`config.mk`:
```
export PLATFORM = sky130hd
export DESIGN_NAME = req_shim_top
export DESIGN_NICKNAME = d
export VERILOG_FILES = /design/src/rtl/req_shim_pkg.sv /design/src/rtl/req_shim_top.sv /design/src/rtl/req_shim_csr.sv /design/src/rtl/req_sink_mem.sv /design/src/rtl/req_buffer_lockstep.sv /design/src/rtl/req_fifo_lutram.sv
export VERILOG_INCLUDE_DIRS = /design/src /design/src/rtl
export SDC_FILE = /design/constraint.sdc
export NUM_CORES = 2
export LEC_CHECK = 0
export ABC_CLOCK_PERIOD_IN_PS = 4770
export BUFFER_PORTS_ARGS = -buffer_cell sky130_fd_sc_hd__buf_4
export CORE_AREA = 2 2 346 245
export CTS_BUF_LIST = sky130_fd_sc_hd__clkbuf_2 sky130_fd_sc_hd__clkbuf_4 sky130_fd_sc_hd__clkbuf_8
export DETAILED_ROUTE_END_ITERATION = 16
export DIE_AREA = 0 0 348 247
export PLACE_DENSITY = 0.69
export SLEW_MARGIN = 20
export SYNTH_ARGS = -nofsm -noshare
export SYNTH_HDL_FRONTEND = slang
export SYNTH_SLANG_ARGS = --single-unit
```
`constraint.sdc`:
```
create_clock -name clk -period 4.77 [get_ports clk]
set_input_delay 0.7155 -clock clk [delete_from_list [all_inputs] [get_ports clk]]
set_output_delay 0.7155 -clock clk [all_outputs]
set_load 0.03 [all_outputs]
```
`src/rtl/req_shim_config.svh`:
```
// Build-time configuration of the request shim
//   FIFO depth and reset value of the almost-full threshold
//   Word address and data widths of the memory target
//   Memory size derived from the address width

`ifndef REQ_SHIM_CONFIG_SVH
`define REQ_SHIM_CONFIG_SVH

// Number of entries in the lockstep request FIFO
`define REQ_FIFO_DEPTH 8

// Word address and data widths of the target memory
`define REQ_ADDR_BITS 4
`define REQ_DATA_BITS 32

// One word per address
`define REQ_MEM_WORDS (1 << `REQ_ADDR_BITS)

// Free-slot threshold loaded into THRESH at reset
`define REQ_THRESH_RESET 2

`endif
```
`src/rtl/req_shim_pkg.sv`:
```
// Shared types of the request shim
//   Address and data words, read and write request beats
//   FIFO occupancy count and APB register offsets

package req_shim_pkg;

`include "req_shim_config.svh"

    typedef logic [`REQ_ADDR_BITS-1:0] t_req_addr;
    typedef logic [`REQ_DATA_BITS-1:0] t_req_data;

    // Channel 0 beat, a read of one word
    typedef struct packed {
        logic      valid;
        t_req_addr addr;
    } t_rd_req;

    // Channel 1 beat, a write of one word
    typedef struct packed {
        logic      valid;
        t_req_addr addr;
        t_req_data data;
    } t_wr_req;

    // Holds every occupancy from empty to full, so one bit more than the pointer
    typedef logic [$clog2(`REQ_FIFO_DEPTH + 1)-1:0] t_fifo_cnt;

    // APB byte offset
    typedef logic [7:0] t_csr_addr;

    // Register map
    localparam t_csr_addr CSR_CTRL     = 8'h00;
    localparam t_csr_addr CSR_THRESH   = 8'h04;
    localparam t_csr_addr CSR_STATUS   = 8'h08;
    localparam t_csr_addr CSR_RD_COUNT = 8'h0C;
    localparam t_csr_addr CSR_WR_COUNT = 8'h10;

endpackage

```
`src/rtl/req_shim_top.sv`:
```
// Top level of the request shim
//   APB register block steering the sink and the threshold
//   Lockstep request buffer in front of the memory target

`timescale 1ns/10ps

module req_shim_top
(
    input  logic                    clk,
    input  logic                    arst_n,

    // APB slave
    input  req_shim_pkg::t_csr_addr paddr,
    input  logic                    psel,
    input  logic                    penable,
    input  logic                    pwrite,
    input  logic [31:0]             pwdata,
    output logic [31:0]             prdata,
    output logic                    pready,
    output logic                    pslverr,

    // Client requests and flow control
    input  req_shim_pkg::t_rd_req   rd_req,
    input  req_shim_pkg::t_wr_req   wr_req,
    output logic                    almost_full,

    // Read responses
    output logic                    rd_rsp_valid,
    output req_shim_pkg::t_req_data rd_rsp_data
);

    import req_shim_pkg::*;

    logic      sink_enable;
    t_fifo_cnt thresh;
    t_fifo_cnt occupancy;
    t_rd_req   head_rd;
    t_wr_req   head_wr;
    logic      deq;
    logic      rd_done;
    logic      wr_done;

    req_shim_csr u_csr
    (
        .clk, .arst_n,
        .paddr, .psel, .penable, .pwrite, .pwdata, .prdata, .pready, .pslverr,
        .occupancy, .rd_done, .wr_done,
        .sink_enable, .thresh
    );

    // Both channels enter here and leave together at the head
    req_buffer_lockstep u_buffer
    (
        .clk, .arst_n,
        .rd_req, .wr_req, .thresh,
        .deq, .head_rd, .head_wr,
        .almost_full, .occupancy
    );

    req_sink_mem u_sink
    (
        .clk, .arst_n,
        .sink_enable, .head_rd, .head_wr, .deq,
        .rd_done, .wr_done,
        .rd_rsp_valid, .rd_rsp_data
    );

endmodule

```
`src/rtl/req_shim_csr.sv`:
```
// APB register block of the request shim
//   CTRL and THRESH control registers
//   STATUS occupancy and the read and write counters
//   Error response for unmapped offsets and read-only writes

`timescale 1ns/10ps

`include "req_shim_config.svh"

module req_shim_csr
(
    input  logic                      clk,
    input  logic                      arst_n,

    // APB slave
    input  req_shim_pkg::t_csr_addr   paddr,
    input  logic                      psel,
    input  logic                      penable,
    input  logic                      pwrite,
    input  logic [31:0]               pwdata,
    output logic [31:0]               prdata,
    output logic                      pready,
    output logic                      pslverr,

    // Status and completion inputs
    input  req_shim_pkg::t_fifo_cnt   occupancy,
    input  logic                      rd_done,
    input  logic                      wr_done,

    // Control outputs
    output logic                      sink_enable,
    output req_shim_pkg::t_fifo_cnt   thresh
);

    import req_shim_pkg::*;

    logic        access;
    logic        mapped;
    logic        read_only;
    logic        wr_ok;
    logic [31:0] rd_count;
    logic [31:0] wr_count;

    // ========================================
    // Decode
    // ========================================

    // Zero wait states, every transfer ends in its access phase
    assign pready = 1'b1;
    assign access = psel && penable;

    always_comb
    begin
        mapped    = 1'b1;
        read_only = 1'b1;
        case (paddr)
            CSR_CTRL, CSR_THRESH:                 read_only = 1'b0;
            CSR_STATUS, CSR_RD_COUNT, CSR_WR_COUNT: read_only = 1'b1;
            default:                              mapped    = 1'b0;
        endcase
    end

    assign pslverr = access && (!mapped || (pwrite && read_only));
    assign wr_ok   = access && pwrite && mapped && !read_only;

    // ========================================
    // Registers and counters
    // ========================================

    always_ff @(posedge clk or negedge arst_n)
    begin
        if (!arst_n)
        begin
            sink_enable <= 1'b0;
            thresh      <= t_fifo_cnt'(`REQ_THRESH_RESET);
            rd_count    <= '0;
            wr_count    <= '0;
        end
        else
        begin
            if (wr_ok && (paddr == CSR_CTRL))
            begin
                sink_enable <= pwdata[0];
            end
            if (wr_ok && (paddr == CSR_THRESH))
            begin
                thresh <= pwdata[$bits(t_fifo_cnt)-1:0];
            end
            // Counters only move on completions and clear only at reset
            if (rd_done)
            begin
                rd_count <= rd_count + 32'd1;
            end
            if (wr_done)
            begin
                wr_count <= wr_count + 32'd1;
            end
        end
    end

    // Read data, zero for unmapped offsets
    always_comb
    begin
        prdata = '0;
        case (paddr)
            CSR_CTRL:     prdata[0] = sink_enable;
            CSR_THRESH:   prdata[$bits(t_fifo_cnt)-1:0] = thresh;
            CSR_STATUS:   prdata[$bits(t_fifo_cnt)-1:0] = occupancy;
            CSR_RD_COUNT: prdata = rd_count;
            CSR_WR_COUNT: prdata = wr_count;
            default:      prdata = '0;
        endcase
    end

endmodule

```
`src/rtl/req_sink_mem.sv`:
```
// Memory target behind the request buffer
//   Dequeues one entry per cycle while enabled
//   Applies the write of an entry before its read
//   Registered read response and completion pulses for the counters

`timescale 1ns/10ps

`include "req_shim_config.svh"

module req_sink_mem
(
    input  logic                    clk,
    input  logic                    arst_n,

    input  logic                    sink_enable,
    input  req_shim_pkg::t_rd_req   head_rd,
    input  req_shim_pkg::t_wr_req   head_wr,
    output logic                    deq,

    // Completion pulses, high in the cycle the entry is consumed
    output logic                    rd_done,
    output logic                    wr_done,

    // Response path without back-pressure
    output logic                    rd_rsp_valid,
    output req_shim_pkg::t_req_data rd_rsp_data
);

    import req_shim_pkg::*;

    t_req_data mem [`REQ_MEM_WORDS];
    t_req_data rd_word;
    logic      wr_hit;

    // ========================================
    // Dequeue control
    // ========================================

    // Head valids are already masked by the buffer, so any valid means an entry
    assign deq     = sink_enable && (head_rd.valid || head_wr.valid);
    assign rd_done = deq && head_rd.valid;
    assign wr_done = deq && head_wr.valid;

    // ========================================
    // Memory and read path
    // ========================================

    // The write of the same entry lands first, so its data wins on a match
    assign wr_hit  = head_wr.valid && (head_wr.addr == head_rd.addr);
    assign rd_word = wr_hit ? head_wr.data : mem[head_rd.addr];

    // Memory starts out all zero so unwritten addresses read back zero
    always_ff @(posedge clk or negedge arst_n)
    begin
        if (!arst_n)
        begin
            for (int i = 0; i < `REQ_MEM_WORDS; i++)
            begin
                mem[i] <= '0;
            end
        end
        else if (wr_done)
        begin
            mem[head_wr.addr] <= head_wr.data;
        end
    end

    // Response valid one cycle after the read is consumed
    always_ff @(posedge clk or negedge arst_n)
    begin
        if (!arst_n)
        begin
            rd_rsp_valid <= 1'b0;
        end
        else
        begin
            rd_rsp_valid <= rd_done;
        end
    end

    // Data holds its last value between responses
    always_ff @(posedge clk)
    begin
        if (rd_done)
        begin
            rd_rsp_data <= rd_word;
        end
    end

endmodule

```
`src/rtl/req_buffer_lockstep.sv`:
```
// Lockstep request buffer
//   Read and write beats share one FIFO entry and keep their order
//   Head outputs with valids masked while the FIFO is empty
//   Almost-full and occupancy passed out from the FIFO

`timescale 1ns/10ps

`include "req_shim_config.svh"

module req_buffer_lockstep
(
    input  logic                  clk,
    input  logic                  arst_n,

    // Unbuffered client beats
    input  req_shim_pkg::t_rd_req rd_req,
    input  req_shim_pkg::t_wr_req wr_req,
    input  req_shim_pkg::t_fifo_cnt thresh,

    // One dequeue moves both channels
    input  logic                  deq,
    output req_shim_pkg::t_rd_req head_rd,
    output req_shim_pkg::t_wr_req head_wr,

    output logic                  almost_full,
    output req_shim_pkg::t_fifo_cnt occupancy
);

    import req_shim_pkg::*;

    localparam int ENTRY_BITS = $bits(t_rd_req) + $bits(t_wr_req);

    logic                  enq_en;
    logic                  not_empty;
    logic [ENTRY_BITS-1:0] first;

    // A beat is stored when either channel carries a request
    assign enq_en = rd_req.valid || wr_req.valid;

    // Split the head entry back into its two channels
    always_comb
    begin
        {head_rd, head_wr} = first;
        // The stored valids are stale while the FIFO is empty
        head_rd.valid = head_rd.valid && not_empty;
        head_wr.valid = head_wr.valid && not_empty;
    end

    req_fifo_lutram
    #(
        .N_DATA_BITS (ENTRY_BITS),
        .N_ENTRIES   (`REQ_FIFO_DEPTH)
    )
    u_fifo
    (
        .clk,
        .arst_n,
        // Field order must match the split of first above
        .enq_data    ({rd_req, wr_req}),
        .enq_en,
        .thresh,
        .deq_en      (deq),
        .first,
        .not_empty,
        .almost_full,
        .occupancy
    );

endmodule

```
`src/rtl/req_fifo_lutram.sv`:
```
// Request FIFO built on a small distributed memory
//   Explicit dequeue, head word visible while not empty
//   Occupancy counter and registered almost-full flag
//   against a run-time threshold of free slots

`timescale 1ns/10ps

`include "req_shim_config.svh"

module req_fifo_lutram
#(
    parameter int N_DATA_BITS = `REQ_DATA_BITS,
    parameter int N_ENTRIES   = `REQ_FIFO_DEPTH
)
(
    input  logic                               clk,
    input  logic                               arst_n,

    input  logic [N_DATA_BITS-1:0]             enq_data,
    input  logic                               enq_en,
    input  logic [$clog2(N_ENTRIES + 1)-1:0]   thresh,

    input  logic                               deq_en,
    output logic [N_DATA_BITS-1:0]             first,
    output logic                               not_empty,

    output logic                               almost_full,
    output logic [$clog2(N_ENTRIES + 1)-1:0]   occupancy
);

    localparam int PTR_BITS = $clog2(N_ENTRIES);
    localparam int CNT_BITS = $clog2(N_ENTRIES + 1);

    // Almost full once occupancy + thresh reaches the depth
    localparam logic [CNT_BITS:0] FULL_MARK = (CNT_BITS + 1)'(N_ENTRIES);
    localparam logic [PTR_BITS-1:0] LAST_SLOT = PTR_BITS'(N_ENTRIES - 1);

    logic [N_DATA_BITS-1:0] mem [N_ENTRIES];
    logic [PTR_BITS-1:0]    wr_ptr;
    logic [PTR_BITS-1:0]    rd_ptr;
    logic [CNT_BITS-1:0]    cnt_q;
    logic [CNT_BITS-1:0]    cnt_nxt;

    // ========================================
    // Storage
    // ========================================

    // Payload only, the pointers say which slots hold live data
    always_ff @(posedge clk)
    begin
        if (enq_en)
        begin
            mem[wr_ptr] <= enq_data;
        end
    end

    assign first     = mem[rd_ptr];
    assign not_empty = (cnt_q != '0);
    assign occupancy = cnt_q;

    // ========================================
    // Pointers and occupancy
    // ========================================

    always_comb
    begin
        case ({enq_en, deq_en})
            2'b10:   cnt_nxt = cnt_q + 1'b1;
            2'b01:   cnt_nxt = cnt_q - 1'b1;
            default: cnt_nxt = cnt_q;
        endcase
    end

    always_ff @(posedge clk or negedge arst_n)
    begin
        if (!arst_n)
        begin
            wr_ptr      <= '0;
            rd_ptr      <= '0;
            cnt_q       <= '0;
            almost_full <= 1'b0;
        end
        else
        begin
            if (enq_en)
            begin
                wr_ptr <= (wr_ptr == LAST_SLOT) ? '0 : wr_ptr + 1'b1;
            end
            if (deq_en)
            begin
                rd_ptr <= (rd_ptr == LAST_SLOT) ? '0 : rd_ptr + 1'b1;
            end
            cnt_q <= cnt_nxt;

            // Taken from the next count so the flag lines up with occupancy
            almost_full <= ({1'b0, cnt_nxt} + {1'b0, thresh}) >= FULL_MARK;
        end
    end

endmodule

```
; After elaboration in Yosys (flattened, before gate mapping)
; Memory sizes are Yosys's and may differ from the RTL's.
; Cells that the tools add are included.
[word_totals]
ram_bits = 336
output_inout_bits = 68
register_bits = 625
n_memories = 1
inputBits = 87
elab_cells = 89
[classes]
order_cmp = 4
reduce_logical = 23
n_eq_ne = 9
add_sub_neg = 7
bitwise_logic = 2
muxes = 17
[memory_table]
columns = memory, depth, width, rd, rd_clocked_by_memory_dff, wr, line_no
row1 = u_buffer.u_fifo.mem, 8, 42, 1, 0, 1, req_fifo_lutram.sv:38  ; logic [N_DATA_BITS-1:0] mem [N_ENTRIES];
[op_table]
columns = op, n
row1 = $bwmux 512, 1
row2 = $bmux 32 s4, 1
row3 = $demux 32 s4, 1
row4 = $mux 32, 4
row5 = $add 32x1->32 const B, 2
row6 = $pmux 28 s2, 1
row7 = $eq 8x4->1 const B, 2
row8 = $logic_and 1x1->1, 15
row9 = $pmux 3 s4, 1
row10 = $ge 5x5->1 const B, 2
row11 = $not 4->5, 2
row12 = $eq 8x3->1 const B, 1
row13 = $eq 8x5->1 const B, 1
row14 = $logic_not 8->1, 1
row15 = $pmux 4 s2, 1
row16 = $add 3x1->3 const B, 2
row17 = $eq 3x3->1 const B, 2
row18 = $mux 3, 2
row19 = $add 4x4->5, 1
row20 = $ge 5x4->1 const B, 1
row21 = $lt 5x1->1 const B, 1
row22 = $pmux 1 s5, 1
row23 = $reduce_or 5->1, 1
row24 = $add 4x1->4 const B, 1
row25 = 9 further kinds, 14

; Depth between registers and ports, before layout
[logic_depth]
depth_word = 8
depth_mapped = 16
mapped_depth_nobuf = 14

; By module
; A second synthesis with hierarchy kept.
[unflattened]
cells_unflattened = 2383
hier_area_um2 = 41569.9
[by_module_without_submodules]
columns = mod, cells_per_inst, seq_area_each_um2, area_per_inst_um2, n_inst
row1 = req_sink_mem, 1482, 13798.2, 24249.5, 1
row2 = req_fifo_lutram, 560, 10364.9, 13631.8, 1
row3 = req_shim_csr, 338, 1727.9, 3669.8, 1
row4 = req_buffer_lockstep, 3, 0.0, 18.8, 1

; Least setup slack after synthesis
; No wires, ideal clock.
[synth_path]
path_type = input to register
start = input wr_req[36] (netlist name)
end = memory u_buffer.u_fifo.mem[0][0] (netlist name) (enable)
cell_stages = 2
setup_slack_ps = -613
setup_ps = 546
arrival_ps = 4838
required_time_ps = 4224
cell_sequence = nor2_1 -> nor4_1
[synth_via]
elab_chain_len = 3
[synth_lines]
columns = item, line_no
row1 = "start, declared", req_shim_top.sv:24  ; input req_shim_pkg::t_wr_req wr_req,
row2 = $logic_or 1x1->1, req_buffer_lockstep.sv:38  ; assign enq_en = rd_req.valid || wr_req.valid;
row3 = $mux 1, req_fifo_lutram.sv:51  ; if (enq_en)
row4 = $mux 1 (implied by the code), req_fifo_lutram.sv:53  ; mem[wr_ptr] <= enq_data;
row5 = "end, declared", req_fifo_lutram.sv:38
; Every way passes these cells.

; Final worst setup path
[layout_path]
start = register u_buffer.u_fifo.rd_ptr[1]
end = register u_sink.rd_rsp_data[22], data pin
[layout_via]
elab_chain_len = 6
[layout_lines]
columns = item, line_no
row1 = "start, declared", req_fifo_lutram.sv:40  ; logic [PTR_BITS-1:0] rd_ptr;
row2 = "start signal, assigned", req_fifo_lutram.sv:91  ; rd_ptr <= (rd_ptr == LAST_SLOT) ? '0 : rd_ptr + 1'b1;
row3 = $mem_v2 8x42 (*), n/a
row4 = $not 4->5 (implied by the code), req_sink_mem.sv:50  ; assign rd_word = wr_hit ? head_wr.data : mem[head_rd.addr];
row5 = $bmux 32 s4, req_sink_mem.sv:50
row6 = $mux 32 (implied by the code) (2 in series), req_sink_mem.sv:50
row7 = $mux 32 (*), req_sink_mem.sv:50
row8 = named net u_sink.rd_word[22], req_sink_mem.sv:32  ; t_req_data rd_word;
row9 = "end signal, assigned", req_sink_mem.sv:86  ; rd_rsp_data <= rd_word;
row10 = "end, declared", req_sink_mem.sv:26  ; output req_shim_pkg::t_req_data rd_rsp_data
; Mark *: on every way through the listed nets, which the timed path passes. The rest lies on a longest branch. The select of a mux whose other input is x is not followed.
; A chain may end at the register's enable or synchronous reset.

==> impl_metrics.json <==
{
  "synth_fa_ha_area_frac": 0.00495,
  "fin_hold_ws_ns": 0.113,
  "hold_path.startpoint": "pwdata[1]",
  "die_h_um": 247,
  "seq_area_frac_synth": 0.632,
  "worst-path-max-fanout": 61,
  "p_switching_mw": 6.43,
  "setup_viol": 0,
  "yosysUniqueCellTypes": 58,
  "port-buffer-count": 125,
  "end_kind": "flip-flop",
  "drv_slew": 0,
  "overflow": 0,
  "status": "finished, final reports clean",
  "grt_max_degree": 118,
  "use_met2": 0.359,
  "critical_path_class": "reg2reg",
  "synthCells": 3155,
  "cp-start-kind": "flip-flop",
  "synth_top_area_frac": 0.362,
  "synth_xor_area_frac": 0.0154,
  "switching_share": 0.302,
  "synth.avg_cell_area_sq_um": 13.0,
  "synthMuxAreaShare": 0.126,
  "antenna_found_initial": 3,
  "synth_compound_area_frac": 0.105,
  "synth-seq-cells": 961,
  "wl_mm": 95.9,
  "fin_area_sq_um": 45800,
  "grt_pass1_vias": 25700,
  "numCtsBuffers": 147,
  "die_area_sq_um": 86000,
  "clkTransAtPathRegs_ns": 0.07,
  "drc_errors": 0,
  "powerDensity_nw_per_um2": 465,
  "synthesis.nets": 3257,
  "start_util": 0.492,
  "cts_resized": 0,
  "grt_first_pass_wirelength_mm": 151,
  "finalHoldViolCount": 0,
  "grt_setup_unrepaired": "false",
  "pin_count": 155,
  "met1_usage": 0.324,
  "core_sq_um": 83200,
  "synth_top_family_by_area": "multiplexers",
  "via_count": 25200,
  "tightest_slew_ns": 1.11,
  "drv_cap": 0,
  "clkLatencyLatePin_ns": 0.84,
  "synth-edff-count": 368,
  "post_dp_cell_area_sq_um": 42800,
  "min_delay_worst_endpoint": "u_csr.thresh[1]",
  "p_leak_nw": 18.8,
  "irDropWorstVdd_mv": 0.327,
  "drive_above_1_share": 0.201,
  "finClkSkew_ns": 0.0394,
  "ant_nets": 0,
  "cp.arrival_ns": 4.68,
  "setup_tns_ns": 0,
  "r2r-end": "u_sink.rd_rsp_data[22]",
  "nets": 3386,
  "cts_max_path_buffers": 3,
  "rows": 89,
  "area_growth_pct": 11.9,
  "async_flop_share": 0.617,
  "relSlewSlack": 0.253,
  "place_hpwl_mm": 54.5,
  "p_clk_frac": 0.325,
  "post-route-period-util": 0.848,
  "holdPathStages": 2,
  "synth_area_leader_cell": "dfrtp_1",
  "grt_usage": 0.230,
  "p_int_mw": 14.9,
  "fmax_ghz": 0.247,
  "cts-root-buf": "clkbuf_8",
  "finalCriticalPeriod_ns": 4.04,
  "grt_busiest_layer": "met2",
  "place.gp.congestion": 0.765,
  "cts_tree": "yes",
  "required_ns": 5.41,
  "ff2ff_path_depth": 7,
  "reg2reg_from": "u_buffer.u_fifo.rd_ptr[1]",
  "vias_per_cell": 5.62,
  "synthFlopType": "dfrtp_1",
  "cts_sinks": 961,
  "utilization": 0.551,
  "cts_htree_levels": 4,
  "regToRegSetupSlack_ns": 0.73,
  "met3_usage": 0.0512,
  "syn_area_sq_um": 41000,
  "die_x_um": 348,
  "first_pass_iters": 5,
  "p_seq_frac": 0.456,
  "hp-class": "in2reg",
  "yosys-top-cells-area": "dfrtp_1 36%, edfxtp_1 27%, mux4_2 6.4%",
  "wl_per_cell_um": 21.4,
  "ys_warn_count": 0,
  "drt_iter0_drc": 2018,
  "yosys.area_share.simple": 0.0824,
  "p_comb_frac": 0.218
}
==> per-stage QoR <==
stage / power, mW / setup slack, ns / instances
after CTS: 21.5 / 0.738 / 4489
after floorplan: 12.9 / 0.497 / 3155
after detailed placement: 14.6 / 0.748 / 4226
after global routing: 22.3 / 0.526 / 4491
after global placement: 14.5 / 0.750 / 4226
final: 21.3 / 0.727 / 4491
==> Yosys cell counts, types with 4 or more instances <==
library cell / count
a22oi_1: 62
buf_1: 9
a221oi_1: 31
clkbuf_1: 89
a22o_1: 31
xnor2_1: 52
xor2_1: 20
buf_6: 41
and2b_1: 7
o21ai_1: 225
nor2_1: 32
and2_1: 11
nand2_4: 8
and4_1: 5
inv_1: 10
nand4_1: 15
nand2_1: 547
nor2b_1: 29
nand3_1: 62
mux2_2: 16
nand2_2: 4
a21oi_1: 10
buf_2: 84
o21ai_0: 288
nand2b_1: 8
nand3b_1: 6
nor3_1: 7
and3_1: 15
edfxtp_1: 368
mux2i_1: 232
a31oi_1: 31
dfrtp_1: 592
mux4_2: 117
ha_1: 13
buf_4: 9
o21ai_2: 39
==> area by class of cell <==
type / count / area (sq um)
inverter: 11 / 41.3
sequential: 961 / 25900
antenna: 2 / 5.00
clock buffer: 226 / 2790
timing repair buffer: 214 / 1730
clock inverter: 36 / 201
fill: 6834 / 37400
tap: 1092 / 1370
multi-input combinational: 1949 / 13800
==> power groups by stage <==
stage                     sequential (mW)  clock [mW]  combinational [mW]
after detailed placement             9.88           0                4.67
final                                9.72        6.93                4.65
after global placement               9.85           0                4.62
after floorplan                      9.81           0                3.11
after global routing                 9.78        7.46                5.01
after CTS                            9.72        7.10                4.69
==> sequential cells by signal, summed over array words and instances, names as in the netlist <==
signal and count:
u_buffer.u_fifo.occupancy 4, u_sink.mem 512, u_buffer.u_fifo.mem 336, u_buffer.u_fifo.rd_ptr 3
u_sink.rd_rsp_valid 1, u_buffer.u_fifo.wr_ptr 3, u_csr.sink_enable 1, u_csr.wr_count 32
u_buffer.u_fifo.almost_full 1, u_csr.thresh 4, u_csr.rd_count 32, u_sink.rd_rsp_data 32
==> cells by family (layout without fill, tap and decap cells) <==
logic type	after synthesis	count (layout)
buffers and inverters	245	487
XOR/XNOR	72	72
AND/OR/NAND/NOR	767	767
flip-flops	961	961
multiplexers	367	367
AO/OA/AOI/OAI	727	727
other	1	3
adder cells (fa/ha/maj)	15	15
==> per-layer routing <==
layer | vias up | wire length [um] | part of all wire
met4 | 2 | 1850 | 0.019
met2 | 728 | 44100 | 0.46
met5 | - | 12 | 0.00013
li1 | 11800 | - | -
met3 | 142 | 6130 | 0.064
met1 | 12600 | 43800 | 0.46
==> cells in the final DEF (no fill, tap or decap), types with 10 or more instances in the layout <==
cell      netlist  layout
xnor2_1        52      52
o21ai_2        39      39
a22o_1         31      31
and2_1         11      10
edfxtp_1      368     368
clkbuf_4        0      52
mux4_2        117     116
ha_1           13      13
xor2_1         20      20
and3_1         15      15
buf_4           9     203
a31oi_1        31      31
nand4_1        15      15
clkbuf_8        0     174
a21oi_1        10      10
clkinv_2        0      13
o21ai_0       288     288
o21ai_1       225     225
inv_1          10      10
dfrtp_1       592     589
nor2_1         32      27
a221oi_1       31      31
a22oi_1        62      62
clkinv_1        0      11
nor2b_1        29      27
mux2i_1       232     232
nand2_1       547     543
mux2_2         16      16
nand3_1        62      62
==> critical path, stage by stage (launching register included) <==
cell and delay (ns):
dfrtp_4 0.81, mux4_4 0.47, buf_4 0.83, buf_4 0.80, mux2i_1 0.16, a221oi_1 0.30
o21ai_1 0.10, a31oi_1 0.28
==> worst max path at each step <==
stage / startpoint / endpoint / slack (ns) / cells after the start
after floorplan: wr_req[36] / u_buffer.u_fifo.mem[2][0] / 0.50 / 2
after global placement: u_buffer.u_fifo.rd_ptr[1] / u_sink.rd_rsp_data[22] / 0.75 / 7
after detailed placement: u_buffer.u_fifo.rd_ptr[1] / u_sink.rd_rsp_data[22] / 0.75 / 7
after CTS: u_buffer.u_fifo.rd_ptr[1] / u_sink.rd_rsp_data[22] / 0.74 / 7
after global routing: u_buffer.u_fifo.rd_ptr[1] / u_sink.rd_rsp_data[22] / 0.53 / 7
final: u_buffer.u_fifo.rd_ptr[1] / u_sink.rd_rsp_data[22] / 0.73 / 7
==> what timing repair did <==
item	in CTS	in global routing
hold buffers	1	0
endpoints found under the hold margin	93	0
setup buffers	0	0
endpoints found under the setup margin	0	0
Power figures use the tool's default switching activity.
